**src/cpu_isa_pkg.sv**
```systemverilog
//////////////////////////////////////////////////////////////////////
// Instruction set of the 16-bit teaching CPU
// Opcodes 12 to 15 are not encoded and must be treated as illegal
// Field positions assume a fixed 16-bit instruction word
//////////////////////////////////////////////////////////////////////
`default_nettype none

package cpu_isa_pkg;

  // Opcode encodings, bits 15..12 of the instruction
  typedef enum logic [3:0] {
    ADD    = 4'h0,  // Saturating add
    SUB    = 4'h1,  // Saturating subtract
    XOR    = 4'h2,
    RED    = 4'h3,  // Reduction of nibbles
    SLL    = 4'h4,
    SRA    = 4'h5,
    ROR    = 4'h6,
    PADDSB = 4'h7,  // Per-nibble saturating add
    LW     = 4'h8,  // Address only in this slice
    SW     = 4'h9,  // Address only in this slice
    LLB    = 4'hA,
    LHB    = 4'hB
  } opcode_e;

  // Instruction field positions
  localparam int OP_MSB   = 15;
  localparam int OP_LSB   = 12;
  localparam int RD_MSB   = 11;
  localparam int RD_LSB   = 8;
  localparam int RS_MSB   = 7;
  localparam int RS_LSB   = 4;
  localparam int RT_MSB   = 3;   // Also the 4-bit immediate
  localparam int RT_LSB   = 0;
  localparam int IMM8_MSB = 7;   // Overlaps rs and rt
  localparam int IMM8_LSB = 0;

  // Arithmetic ops load all three flags
  function automatic logic updates_znv(opcode_e op);
    return (op == ADD) || (op == SUB);
  endfunction

  // Logic and shift ops touch Z only
  function automatic logic updates_z_only(opcode_e op);
    return (op == XOR) || (op == SLL) || (op == SRA) || (op == ROR);
  endfunction

endpackage

`default_nettype wire

```
**src/cpu_exec_pkg.sv**
```systemverilog
//////////////////////////////////////////////////////////////////////
// Datapath sizes and types of the execute slice
// Register index width must cover REG_N entries
//////////////////////////////////////////////////////////////////////
`default_nettype none

package cpu_exec_pkg;

  localparam int DATA_W = 16;  // Data word width
  localparam int REG_N  = 16;  // Register count, r0 reads zero
  localparam int REG_AW = 4;   // Register index width

  typedef logic [DATA_W-1:0] word_t;
  typedef logic [REG_AW-1:0] reg_idx_t;

  // Condition flags, packed in z/v/n order from MSB
  typedef struct packed {
    logic z;  // Zero
    logic v;  // Signed overflow
    logic n;  // Negative
  } flags_t;

endpackage

`default_nettype wire

```
**src/alu_op_if.sv**
```systemverilog
//////////////////////////////////////////////////////////////////////
// Operation bundle between the execute stage and the ALU
// All signals are combinational within one cycle
//////////////////////////////////////////////////////////////////////
`timescale 1ns/1ps
`default_nettype none

interface alu_op_if;
  import cpu_isa_pkg::*;
  import cpu_exec_pkg::*;

  opcode_e op;      // Decoded opcode
  word_t   a;       // A operand
  word_t   b;       // B operand
  word_t   result;  // ALU result, zero on error
  flags_t  set;     // Flag values the op would load
  logic    error;   // Opcode not implemented

  // Execute side issues the operation
  modport exec (
    output op, a, b,
    input  result, set, error
  );

  // ALU side computes and answers
  modport alu (
    input  op, a, b,
    output result, set, error
  );

endinterface

`default_nettype wire

```
**src/shifter.sv**
```systemverilog
//////////////////////////////////////////////////////////////////////
// Log shifter, four stages of 1, 2, 4 and 8 places
// Mode 0 SLL, 1 SRA, 2 ROR, 3 passes the input through
//////////////////////////////////////////////////////////////////////
`timescale 1ns/1ps
`default_nettype none

module shifter (
  input  cpu_exec_pkg::word_t shift_in,
  input  logic [1:0]          mode,
  input  logic [3:0]          shift_val,
  output cpu_exec_pkg::word_t shift_out
);
  import cpu_exec_pkg::*;

  word_t stg [0:4];  // stg[0] is the input, stg[4] the result

  assign stg[0] = shift_in;

  // Stage i moves by 2**i places when shift_val[i] is set
  for (genvar i = 0; i < 4; i++) begin : g_stage
    localparam int SH = 1 << i;
    word_t moved;

    always_comb begin
      case (mode)
        2'd0:    moved = stg[i] << SH;                        // Zero fill
        2'd1:    moved = $signed(stg[i]) >>> SH;              // Sign fill
        2'd2:    moved = {stg[i][SH-1:0], stg[i][DATA_W-1:SH]};  // Wrap low bits up
        default: moved = stg[i];
      endcase
    end

    assign stg[i+1] = shift_val[i] ? moved : stg[i];
  end

  assign shift_out = stg[4];

endmodule

`default_nettype wire

```
**src/psa_16bit.sv**
```systemverilog
//////////////////////////////////////////////////////////////////////
// Parallel saturating add on four signed nibble lanes
// Lanes never carry into each other, range is -8 to 7
//////////////////////////////////////////////////////////////////////
`timescale 1ns/1ps
`default_nettype none

module psa_16bit (
  input  cpu_exec_pkg::word_t a,
  input  cpu_exec_pkg::word_t b,
  output cpu_exec_pkg::word_t sum
);
  import cpu_exec_pkg::*;

  for (genvar l = 0; l < DATA_W / 4; l++) begin : g_lane
    logic [3:0] na;
    logic [3:0] nb;
    logic [3:0] ns;      // Raw lane sum, wraps
    logic       pos_ov;
    logic       neg_ov;

    assign na = a[4*l +: 4];
    assign nb = b[4*l +: 4];
    assign ns = na + nb;

    // Same signs in, other sign out
    assign pos_ov = ~na[3] & ~nb[3] &  ns[3];
    assign neg_ov =  na[3] &  nb[3] & ~ns[3];

    assign sum[4*l +: 4] = pos_ov ? 4'h7 :
                           neg_ov ? 4'h8 : ns;  // Clamp to lane limits
  end

endmodule

`default_nettype wire

```
**src/alu.sv**
```systemverilog
//////////////////////////////////////////////////////////////////////
// Combinational ALU of the execute slice
// LW/SW only form the word address, memory is outside this slice
// Opcodes 12 to 15 raise error and give a zero result
//////////////////////////////////////////////////////////////////////
`timescale 1ns/1ps
`default_nettype none

module alu (
  alu_op_if.alu op_if
);
  import cpu_isa_pkg::*;
  import cpu_exec_pkg::*;

  logic              is_mem;     // LW or SW
  logic              is_arith;   // ADD or SUB
  word_t             in_a;
  word_t             in_b;
  word_t             sum_step;   // Unsaturated sum or difference
  logic              b_sign;     // Sign of the effective addend
  logic              pos_ov;
  logic              neg_ov;
  word_t             sum_out;
  logic signed [6:0] red_acc;    // Sum of eight signed nibbles
  word_t             red_out;
  word_t             shift_out;
  word_t             psa_out;
  word_t             llb_out;
  word_t             lhb_out;

  //////////////////////////////////////////////////////////////////////
  // Operand conditioning and adder
  //////////////////////////////////////////////////////////////////////
  assign is_mem   = (op_if.op == LW) || (op_if.op == SW);
  assign is_arith = (op_if.op == ADD) || (op_if.op == SUB);

  // Word aligned base, immediate scaled to bytes
  assign in_a = is_mem ? {op_if.a[DATA_W-1:1], 1'b0} : op_if.a;
  assign in_b = is_mem ? {op_if.b[DATA_W-2:0], 1'b0} : op_if.b;

  assign sum_step = (op_if.op == SUB) ? in_a - in_b : in_a + in_b;

  // SUB adds the negated B, so its sign flips
  assign b_sign = (op_if.op == SUB) ? ~in_b[DATA_W-1] : in_b[DATA_W-1];

  assign pos_ov = is_arith & ~in_a[DATA_W-1] & ~b_sign &  sum_step[DATA_W-1];
  assign neg_ov = is_arith &  in_a[DATA_W-1] &  b_sign & ~sum_step[DATA_W-1];

  // Addresses wrap, arithmetic clamps
  assign sum_out = pos_ov ? 16'h7FFF :
                   neg_ov ? 16'h8000 : sum_step;

  //////////////////////////////////////////////////////////////////////
  // RED, shifts, PADDSB and byte loads
  //////////////////////////////////////////////////////////////////////
  always_comb begin
    red_acc = '0;
    for (int i = 0; i < DATA_W / 4; i++) begin
      red_acc = red_acc + $signed(in_a[4*i +: 4]) + $signed(in_b[4*i +: 4]);
    end
  end

  assign red_out = {{(DATA_W-7){red_acc[6]}}, red_acc};  // Sign extend to a word

  // Low opcode bits map SLL/SRA/ROR onto shifter modes 0..2
  shifter shifter_i (
    .shift_in  (in_a),
    .mode      (op_if.op[1:0]),
    .shift_val (in_b[3:0]),
    .shift_out (shift_out)
  );

  psa_16bit psa_16bit_i (
    .a   (in_a),
    .b   (in_b),
    .sum (psa_out)
  );

  assign llb_out = {in_a[DATA_W-1:8], in_b[7:0]};  // Keep high byte
  assign lhb_out = {in_b[7:0], in_a[7:0]};         // Keep low byte

  //////////////////////////////////////////////////////////////////////
  // Result select and flag set bits
  //////////////////////////////////////////////////////////////////////
  always_comb begin
    op_if.error  = 1'b0;
    op_if.result = '0;
    case (op_if.op)
      ADD, SUB, LW, SW: op_if.result = sum_out;
      XOR:              op_if.result = in_a ^ in_b;
      RED:              op_if.result = red_out;
      SLL, SRA, ROR:    op_if.result = shift_out;
      PADDSB:           op_if.result = psa_out;
      LLB:              op_if.result = llb_out;
      LHB:              op_if.result = lhb_out;
      default:          op_if.error  = 1'b1;  // Result stays zero
    endcase
  end

  assign op_if.set.z = (op_if.result == '0);
  assign op_if.set.v = pos_ov | neg_ov;       // Only ADD/SUB can overflow
  assign op_if.set.n = op_if.result[DATA_W-1];

  // An unknown opcode must give a clean zero with no overflow
  always_comb begin
    assert final (!op_if.error || (op_if.result == '0 && !op_if.set.v))
      else $error("ALU error without zero result");
  end

endmodule

`default_nettype wire

```
**src/reg_file.sv**
```systemverilog
//////////////////////////////////////////////////////////////////////
// Register file, two combinational reads and one write per edge
// r0 reads zero and ignores writes
// A read in the cycle after a write sees the new value
//////////////////////////////////////////////////////////////////////
`timescale 1ns/1ps
`default_nettype none

module reg_file (
  input  logic                   clk,
  input  logic                   arst_n,
  input  cpu_exec_pkg::reg_idx_t ra_idx,
  input  cpu_exec_pkg::reg_idx_t rb_idx,
  input  logic                   we,
  input  cpu_exec_pkg::reg_idx_t wa,
  input  cpu_exec_pkg::word_t    wd,
  output cpu_exec_pkg::word_t    ra_data,
  output cpu_exec_pkg::word_t    rb_data
);
  import cpu_exec_pkg::*;

  word_t regs [REG_N];

  always_ff @(posedge clk or negedge arst_n) begin
    if (!arst_n) begin
      for (int i = 0; i < REG_N; i++) begin
        regs[i] <= '0;
      end
    end else if (we && wa != '0) begin  // r0 stays zero
      regs[wa] <= wd;
    end
  end

  // Read ports
  assign ra_data = (ra_idx == '0) ? '0 : regs[ra_idx];
  assign rb_data = (rb_idx == '0) ? '0 : regs[rb_idx];

  // The execute stage is expected to drop writes to r0 itself
  assert property (@(posedge clk) disable iff (!arst_n) we |-> wa != '0)
    else $error("Write enable raised for r0");

endmodule

`default_nettype wire

```
**src/exec_stage.sv**
```systemverilog
//////////////////////////////////////////////////////////////////////
// Decode, operand select, write-back and flag register
// One instruction per cycle, no back-pressure
// Outputs are valid the cycle after instr_valid
//////////////////////////////////////////////////////////////////////
`timescale 1ns/1ps
`default_nettype none

module exec_stage (
  input  logic                   clk,
  input  logic                   arst_n,
  input  logic                   instr_valid,
  input  cpu_exec_pkg::word_t    instr,
  output cpu_exec_pkg::reg_idx_t ra_idx,
  output cpu_exec_pkg::reg_idx_t rb_idx,
  output logic                   we,
  output cpu_exec_pkg::reg_idx_t wa,
  output cpu_exec_pkg::word_t    wd,
  input  cpu_exec_pkg::word_t    ra_data,
  input  cpu_exec_pkg::word_t    rb_data,
  alu_op_if.exec                 op_if,
  output logic                   result_valid,
  output cpu_exec_pkg::word_t    result,
  output cpu_exec_pkg::flags_t   flags,
  output logic                   illegal
);
  import cpu_isa_pkg::*;
  import cpu_exec_pkg::*;

  opcode_e    opc;
  reg_idx_t   rd;
  reg_idx_t   rs;
  logic [3:0] imm4;   // Same bits as rt
  logic [7:0] imm8;
  word_t      b_sel;

  //////////////////////////////////////////////////////////////////////
  // Decode and operand select
  //////////////////////////////////////////////////////////////////////
  assign opc  = opcode_e'(instr[OP_MSB:OP_LSB]);
  assign rd   = instr[RD_MSB:RD_LSB];
  assign rs   = instr[RS_MSB:RS_LSB];
  assign imm4 = instr[RT_MSB:RT_LSB];
  assign imm8 = instr[IMM8_MSB:IMM8_LSB];

  assign ra_idx = (opc == LLB || opc == LHB) ? rd : rs;  // Byte loads modify rd
  assign rb_idx = imm4;

  always_comb begin
    case (opc)
      SLL, SRA, ROR: b_sel = {{(DATA_W-4){1'b0}}, imm4};     // Shift amount
      LW, SW:        b_sel = {{(DATA_W-4){imm4[3]}}, imm4};  // Signed word offset
      LLB, LHB:      b_sel = {{(DATA_W-8){1'b0}}, imm8};
      default:       b_sel = rb_data;
    endcase
  end

  assign op_if.op = opc;
  assign op_if.a  = ra_data;
  assign op_if.b  = b_sel;

  // Write-back at the issue edge, never for memory ops or r0
  assign we = instr_valid && !op_if.error && opc != LW && opc != SW && rd != '0;
  assign wa = rd;
  assign wd = op_if.result;

  //////////////////////////////////////////////////////////////////////
  // Flag register and output registers
  //////////////////////////////////////////////////////////////////////
  always_ff @(posedge clk or negedge arst_n) begin
    if (!arst_n) begin
      flags        <= '0;
      result_valid <= 1'b0;
      illegal      <= 1'b0;
    end else begin
      result_valid <= instr_valid;
      illegal      <= instr_valid && op_if.error;  // One-cycle pulse
      if (instr_valid && updates_znv(opc)) begin
        flags <= op_if.set;
      end else if (instr_valid && updates_z_only(opc)) begin
        flags.z <= op_if.set.z;  // V and N hold
      end
    end
  end

  always_ff @(posedge clk) begin
    if (instr_valid) begin
      result <= op_if.result;
    end
  end

  // Fixed one-cycle latency
  assert property (@(posedge clk) disable iff (!arst_n)
                   result_valid == $past(instr_valid))
    else $error("result_valid does not follow instr_valid");

  // Illegal ops report a zero result through the ALU
  assert property (@(posedge clk) disable iff (!arst_n) illegal |-> result == '0)
    else $error("Illegal opcode with nonzero result");

endmodule

`default_nettype wire

```
**src/cpu_exec_top.sv**
```systemverilog
//////////////////////////////////////////////////////////////////////
// Execute slice top, register file plus execute stage plus ALU
// instr is sampled with instr_valid, results one cycle later
//////////////////////////////////////////////////////////////////////
`timescale 1ns/1ps
`default_nettype none

module cpu_exec_top (
  input  logic                                     clk,
  input  logic                                     arst_n,
  input  logic                                     instr_valid,
  input  logic [cpu_exec_pkg::DATA_W-1:0]          instr,
  output logic                                     result_valid,
  output logic [cpu_exec_pkg::DATA_W-1:0]          result,
  output logic [$bits(cpu_exec_pkg::flags_t)-1:0]  flags,  // {z, v, n}
  output logic                                     illegal
);
  import cpu_exec_pkg::*;

  reg_idx_t ra_idx;
  reg_idx_t rb_idx;
  logic     we;
  reg_idx_t wa;
  word_t    wd;
  word_t    ra_data;
  word_t    rb_data;

  alu_op_if alu_op_if_i ();  // Execute stage to ALU

  reg_file reg_file_i (
    .clk     (clk),
    .arst_n  (arst_n),
    .ra_idx  (ra_idx),
    .rb_idx  (rb_idx),
    .we      (we),
    .wa      (wa),
    .wd      (wd),
    .ra_data (ra_data),
    .rb_data (rb_data)
  );

  exec_stage exec_stage_i (
    .clk          (clk),
    .arst_n       (arst_n),
    .instr_valid  (instr_valid),
    .instr        (instr),
    .ra_idx       (ra_idx),
    .rb_idx       (rb_idx),
    .we           (we),
    .wa           (wa),
    .wd           (wd),
    .ra_data      (ra_data),
    .rb_data      (rb_data),
    .op_if        (alu_op_if_i.exec),
    .result_valid (result_valid),
    .result       (result),
    .flags        (flags),
    .illegal      (illegal)
  );

  alu alu_i (
    .op_if (alu_op_if_i.alu)
  );

endmodule

`default_nettype wire

```
**config.mk**
```make
export PLATFORM = sky130hd
export DESIGN_NAME = cpu_exec_top
export DESIGN_NICKNAME = d
export VERILOG_FILES = /design/src/cpu_isa_pkg.sv /design/src/cpu_exec_pkg.sv /design/src/alu_op_if.sv /design/src/shifter.sv /design/src/psa_16bit.sv /design/src/alu.sv /design/src/reg_file.sv /design/src/exec_stage.sv /design/src/cpu_exec_top.sv
export SDC_FILE = /design/constraint.sdc
export NUM_CORES = 1
export LEC_CHECK = 0
export ABC_AREA = 1
export BUFFER_PORTS_ARGS = -buffer_cell sky130_fd_sc_hd__buf_2
export CORE_AREA = 2 2 230 232
export DETAILED_ROUTE_END_ITERATION = 6
export DIE_AREA = 0 0 232 234
export GPL_TIMING_DRIVEN = 0
export HOLD_SLACK_MARGIN = 0.03
export SLEW_MARGIN = 25
export SYNTH_ARGS = -nofsm -noshare
export SYNTH_HDL_FRONTEND = slang
export SYNTH_SLANG_ARGS = --single-unit
```
**constraint.sdc**
```tcl
create_clock -name clk -period 7.5 [get_ports clk]
set_input_delay 1.5 -clock clk [delete_from_list [all_inputs] [get_ports clk]]
set_output_delay 1.5 -clock clk [all_outputs]
set_load 0.01 [all_outputs]
```
# Word level (Yosys, flattened, before mapping)

Index checks and enable logic that the tools add are counted.

Register bits: 277
Output and inout port bits: 21
Word-level logic and storage cells: 161
Bits of input ports: 19

$add $sub $neg: 13
Reduce and logical (&&, ||, !) cells: 27
Bitwise logic cells: 41
Equal/unequal tests: 15
Magnitude comparators: 4
Mux-type cells: 39

Operators with widths:

| operator                                                 | count |
|---|---|
| bitwise mux 256 bit                                      | 1 |
| two-way mux 16 bit                                       | 15 |
| case mux 16 bit (3 select lines)                         | 5 |
| binary-select mux 16 bit (select 4 bit)                  | 2 |
| case mux 16 bit (7 select lines)                         | 1 |
| demux 16 bit (select 4 bit)                              | 1 |
| two-way mux 4 bit                                        | 9 |
| adder 7 x 4 -> 7 bit                                     | 5 |
| AND 1 bit                                                | 22 |
| adder 16 bit                                             | 1 |
| adder 4 bit                                              | 4 |
| equality test 4 x 3 -> 1 bit, second input constant      | 4 |
| equality test 4 bit, second input constant               | 4 |
| logical NOT 16 bit                                       | 1 |
| subtractor 16 bit                                        | 1 |
| bitwise XOR 16 bit                                       | 1 |
| greater-or-equal comparator 5 bit, second input constant | 3 |
| inverter 4 -> 5 bit                                      | 3 |
| inverter 1 bit                                           | 14 |
| logical NOT 4 bit                                        | 3 |
| OR reduction 12 bit                                      | 1 |
| logical AND 1 bit                                        | 9 |
| equality test 4 x 2 -> 1 bit, second input constant      | 2 |
| inequality test 4 bit, second input constant             | 2 |
| other kinds (15)                                         | 25 |

# Logic depth before layout (Yosys ltp)

Word-level depth: 21
Depth in mapped cells: 43
Mapped depth without buffers: 41

# Hierarchy

A second synthesis with hierarchy kept.

Cells, all modules: 3473
Area, all modules: 22320.2 sq um

By module, submodules not included:

| module     | cells each | instances | area an instance (sq um) |
|---|---|---|---|
| reg_file   | 2312       | 1         | 15063.2 |
| alu        | 562        | 1         | 3438.3 |
| shifter    | 339        | 1         | 1654.1 |
| exec_stage | 156        | 1         | 1446.4 |
| psa_16bit  | 104        | 1         | 718.2 |

# Worst setup path before layout

No wires, ideal clock.

Kind: input port to flip-flop
From: input instr[15] in the netlist's numbering
To: register exec_stage_i.result[11], data pin
Setup time: 0.268 ns
Required time: 7.232 ns
Stages: 31
Arrival time: 8.083 ns
Path slack: -0.851 ns
Path buffers: 4
Path through: buf_4 inv_2 nor2_1 nand3_1 nand2_1 inv_1 buf_4 buf_4 nand3_1 nand3_1 nand2_1 fa_1 ha_1 fa_1 inv_1 fa_1 fa_1 fa_1 inv_1 ha_1 fa_1 nand2_1 nand2_1 a21oi_1 inv_1 or2_2 nand3_1 o21ai_0 a2111oi_0 nand3_4 buf_2

Longest elaborated chain between the ends: 18
Elaborated cells between the ends (all ways): 72
Those cells by class: 10 x add/sub; 11 x eq/ne; 23 x mux; 19 x bitwise; 9 x reduce/logical

RTL lines:

| what                                                          | RTL line           | source |
|---|---|---|
| start, declared                                               | cpu_exec_top.sv:12 | `input logic [cpu_exec_pkg::DATA_W-1:0] instr,` |
| branches (longest 17 deep; another with adder 7 x 4 -> 7 bit) | n/a                |  |
| case mux 16 bit (7 select lines) *                            | alu.sv:88          | `case (op_if.op)` |
| named net alu_i.op_if.result[11]                              | alu_op_if.sv:28    | `output result, set, error` |
| end signal, assigned                                          | exec_stage.sv:88   | `result <= op_if.result;` |
| end, declared                                                 | exec_stage.sv:23   | `output cpu_exec_pkg::word_t result,` |

Mark *: on every way through the listed nets, which the timed path passes. The select of a mux whose other input is x is not followed.
A chain may end at the register's enable or synchronous reset.

# Worst setup path after layout

From: input instr[13] in the netlist's numbering
To: register reg_file_i.regs[235] in the netlist's numbering

Longest elaborated chain between the ends: 19
Elaborated cells between the ends (all ways): 84
Those cells by class: 10 x add/sub; 15 x eq/ne; 24 x mux; 19 x bitwise; 16 x reduce/logical

RTL lines:

| what                                                          | RTL line        | source |
|---|---|---|
| branches (longest 17 deep; another with adder 7 x 4 -> 7 bit) | n/a             |  |
| case mux 16 bit (7 select lines) *                            | alu.sv:88       |  |
| named net alu_i.op_if.result[11]                              | alu_op_if.sv:28 |  |
| bitwise mux 256 bit *                                         | reg_file.sv:30  | `regs[wa] <= wd;` |
| end signal, assigned by index                                 | reg_file.sv:30  |  |
| end, declared                                                 | reg_file.sv:22  | `word_t regs [REG_N];` |

Marks and branches as above.

==> key figures <==
Floorplan
  • Die H: 234 um
  • Top Ports: 40
  • Core Region: 52000 um2
  • Die width: 232 um
  • Site Rows: 84
  • Die ar.: 54300 um2
  • Starting density of the core: 39.5%

Power
  • Pwr dens: 438 nW/um2
  • Peak VDD IR: 0.329 mV
  • Seq pwr share: 21.3%
  • Net Sw Frac: 45.9%
  • Sw power: 5340 uW
  • Cell internal pwr: 6290 uW
  • Leakage power: 0.0128 uW
  • Clock network power share: 16.0%
  • Combinational fraction of design power: 62.7%

Logic synthesis
  • Ranking of synthesized cells by area: dfrtp_1, nand2_1, nand3_1, o21ai_0, inv_1
  • Synth top area share: 31.8%
  • Ys Warns: 0
  • Synth unique cells: 59
  • Count leader, synth: nand2_1
  • Ys flop type: dfrtp_1
  • Syn_area_per_cell: 6.83 um2
  • Flops & latches, synth: 277
  • Post-synth top area cell: dfrtp_1
  • Post-Syn Instances: 3011
  • Post-synth EDFFs: 16
  • FFs w/ async S/R, synth: 94.2%
  • Syn_nets: 3106
  • Synthesized cell area: 20600 um2
  • Register area share after synthesis: 34.1%
  • Commonest cells in the netlist: nand2_1, nand3_1, inv_1

Timing
  • Worst slew margin: 23.0%
  • Max Freq: 0.127 GHz
  • PnR worst setup slack: -0.393 ns
  • Final worst path period need: 7.89 ns
  • Worst-margin pin slew: 1.15 ns
  • Max Clock Skew: 0.0206 ns
  • Setup TNS: -37.64 ns
  • Final setup viols: 172
  • Unrepaired setup endpoints after global routing: true
  • Final period util: 105%
  • Pins Over Slew Limit: 0
  • Final Hold Vio Count: 0
  • Fin Hold WS: 0.453 ns

Min path
  • Hold EP: reg_file_i.regs[246]$_DFFE_PN0P_
  • Hold Path Origin: reg_file_i.regs[246]$_DFFE_PN0P_
  • Hold crit path type: reg -> reg
  • Hold depth: 1

Clock tree
  • H-tree lvl count: 1
  • Clk_lat worst skew: 0.60 ns
  • CTS Buffer Depth: 3
  • TritonCTS clock tree: built
  • Clk root buf: clkbuf_16
  • CTS Sinks: 277
  • Reg clk slew, reported paths: 0.06 ns
  • CTS Buf Count: 30

Route
  • DRT antenna net count: 0
  • Via Count: 23800
  • Wire per inst: 28.0 um
  • DRT iter0 DRCs: 3208
  • DRC viols: 0
  • Total Wirelength: 110 mm
  • Avg Vias per Cell: 6.06
  • DRT Pass-1 Iters: 6

Global routing
  • Vias in the first global route: 22600
  • Number of antenna violations at the first check in global routing: 3
  • Global route overflow: 0
  • Overall Global Routing Usage: 39.9%
  • First-pass GRT wire length: 156 mm
  • Largest net degree at the start of global routing: 76

Critical path
  • Reg2reg end: reg_file_i.regs[235]$_DFFE_PN0P_
  • CP Depth: 36
  • Delay-heaviest family, CP: adder cells
  • Setup slack, reg-to-reg: 0.58 ns
  • Arrival time at the worst endpoint: 8.32 ns
  • Worst Setup SP: instr[13]
  • WP data required: 7.93 ns
  • Endpoint class of the critical path: flop
  • Crit Path Max Fanout: 8
  • Setup crit start kind: primary input
  • WP buf/inv: 12
  • Slowest cell delay on critical path: 0.57 ns
  • Top cell by count, worst path: buf_12
  • CP max stage cell: fa_2
  • WS Path Type: in -> reg
  • Worst r2r src: reg_file_i.regs[129]$_DFFE_PN0P_
  • R2R cell count: 34

Run
  • Maxcap violations: 0

Finish
  • Layout cells sized above 1: 19.5%
  • Area growth syn-to-layout: 29.1%
  • Final nets: 3314
  • Final instance area: 26500 um2

Placed design
  • Placement Cell Area: 21900 um2
  • PortBufs: 34
  • Placer Congestion: 1.02
  • Worst slack at placement: -2.99 ns
  • Detail Placement HPWL: 76.6 mm

Run status
  • Status: finished with violations
  • Failing checks: negative setup slack
sequential cells by signal (all words and copies together) (netlist names):
signal / cells
exec_stage_i.flags: 3
exec_stage_i.illegal: 1
exec_stage_i.result: 16
exec_stage_i.result_valid: 1
reg_file_i.regs: 256
per-stage QoR:
| step | instances | power (uW) | util [%] |
|---|---|---|---|
| 3_3_place_gp | 3733 | 7350 | 41.9 |
| 2_1_floorplan | 3011 | 5680 | - |
| 4_1_cts | 3901 | 10900 | 49.2 |
| 5_1_grt | 3930 | 12200 | 51.0 |
| 3_5_place_dp | 3736 | 7440 | 42.1 |
| 6_report | 3933 | 11600 | 51.0 |
cell families (layout without fill, tap and decap cells):
kind of cell	count (synthesis)	count (layout)	share of synthesized area (%)
AO/OA/AOI/OAI	530	530	14.4
XOR/XNOR	41	41	1.78
adder cells (fa/ha/maj)	76	76	5.76
buffers and inverters	534	764	11.2
flip-flops	277	277	34.1
multiplexers	1	1	0.0548
other	0	3	0
AND/OR/NAND/NOR	1552	1553	32.6
layout by cell type (no fill, tap or decap), types with 9 or more instances in the layout:
cell type  synthesis  final
o211ai_1          53     53
nand2_1          947    877
o21ai_0          293    208
nand3_1          391    357
clkbuf_8           0      9
xnor2_1           11     10
buf_8              2     18
inv_1            336    320
a31oi_1           10     10
buf_4             17    106
nor2_2             7      9
bufinv_16          0     11
ha_1              45     40
edfxtp_1          16     16
nor2_1           120    111
buf_2             66     46
buf_6             18     49
clkbuf_1          72     61
o21ai_1           22     60
nand4_1           23     23
fa_1              31     28
nand2_2           18     47
nand2_4            3     37
dfrtp_1          261    261
clkbuf_16          0     35
nand3_2           18     39
buf_12             0     50
o21ai_2            5     47
xor2_1            29     28
inv_2              9     16
nand3_4            3     17
a21oi_1          104    100
power by group through the flow:
| stage | Combinational, uW | Clock, uW | Sequential (uW) |
|---|---|---|---|
| CTS | 6600 | 1860 | 2450 |
| finish | 7290 | 1860 | 2470 |
| floorplan | 3300 | 0 | 2380 |
| detailed placement | 4960 | 0 | 2470 |
| global route | 7790 | 1910 | 2530 |
| global placement | 4890 | 0 | 2460 |
metal layers:
layer | GRT usage [%] | wire (um) | vias to the layer above
met1 | 47.4 | 39400 | 11400
met4 | 29.2 | 10000 | 2
li1 | - | - | 10200
met3 | 9.22 | 12200 | 497
met2 | 63.4 | 48600 | 1641
met5 | 0 | 11 | -
how the worst max path moves through the flow:
stage / end / slack (ns)
floorplan: exec_stage_i.result[10]$_DFFE_PP_ / 0.001
global placement: exec_stage_i.result[9]$_DFFE_PP_ / -3.04
detailed placement: exec_stage_i.result[9]$_DFFE_PP_ / -2.99
CTS: reg_file_i.regs[234]$_DFFE_PN0P_ / -0.26
global route: reg_file_i.regs[235]$_DFFE_PN0P_ / -0.51
finish: reg_file_i.regs[235]$_DFFE_PN0P_ / -0.39
worst reg2reg max path: cells and delay by family, from the launching register on:
kind,cells,cell delay [ns]
AND/OR/NAND/NOR,15,1.77
flip-flops,1,0.36
buffers and inverters,7,0.66
adder cells (fa/ha/maj),8,3.21
AO/OA/AOI/OAI,4,0.74
repair_timing:
action	in CTS	in global routing
cloned	8	4
gates resized for setup	390	211
setup endpoints to repair	258	258
hold buffers	0	0
buffers inserted	102	31
pin swaps	55	52
area by class of cell:
cell class	instances	area, um2
Clock inverter	16	359
Buffer	183	1720
Multi-Input combinational cell	2201	12600
Clock buffer	39	856
Fill cell	5165	25500
Sequential cell	277	7010
Tap cell	688	861
Antenna cell	3	7.51
Inverter	350	1360
Timing Repair Buffer	176	1810
(Power assumes the default switching activity.)
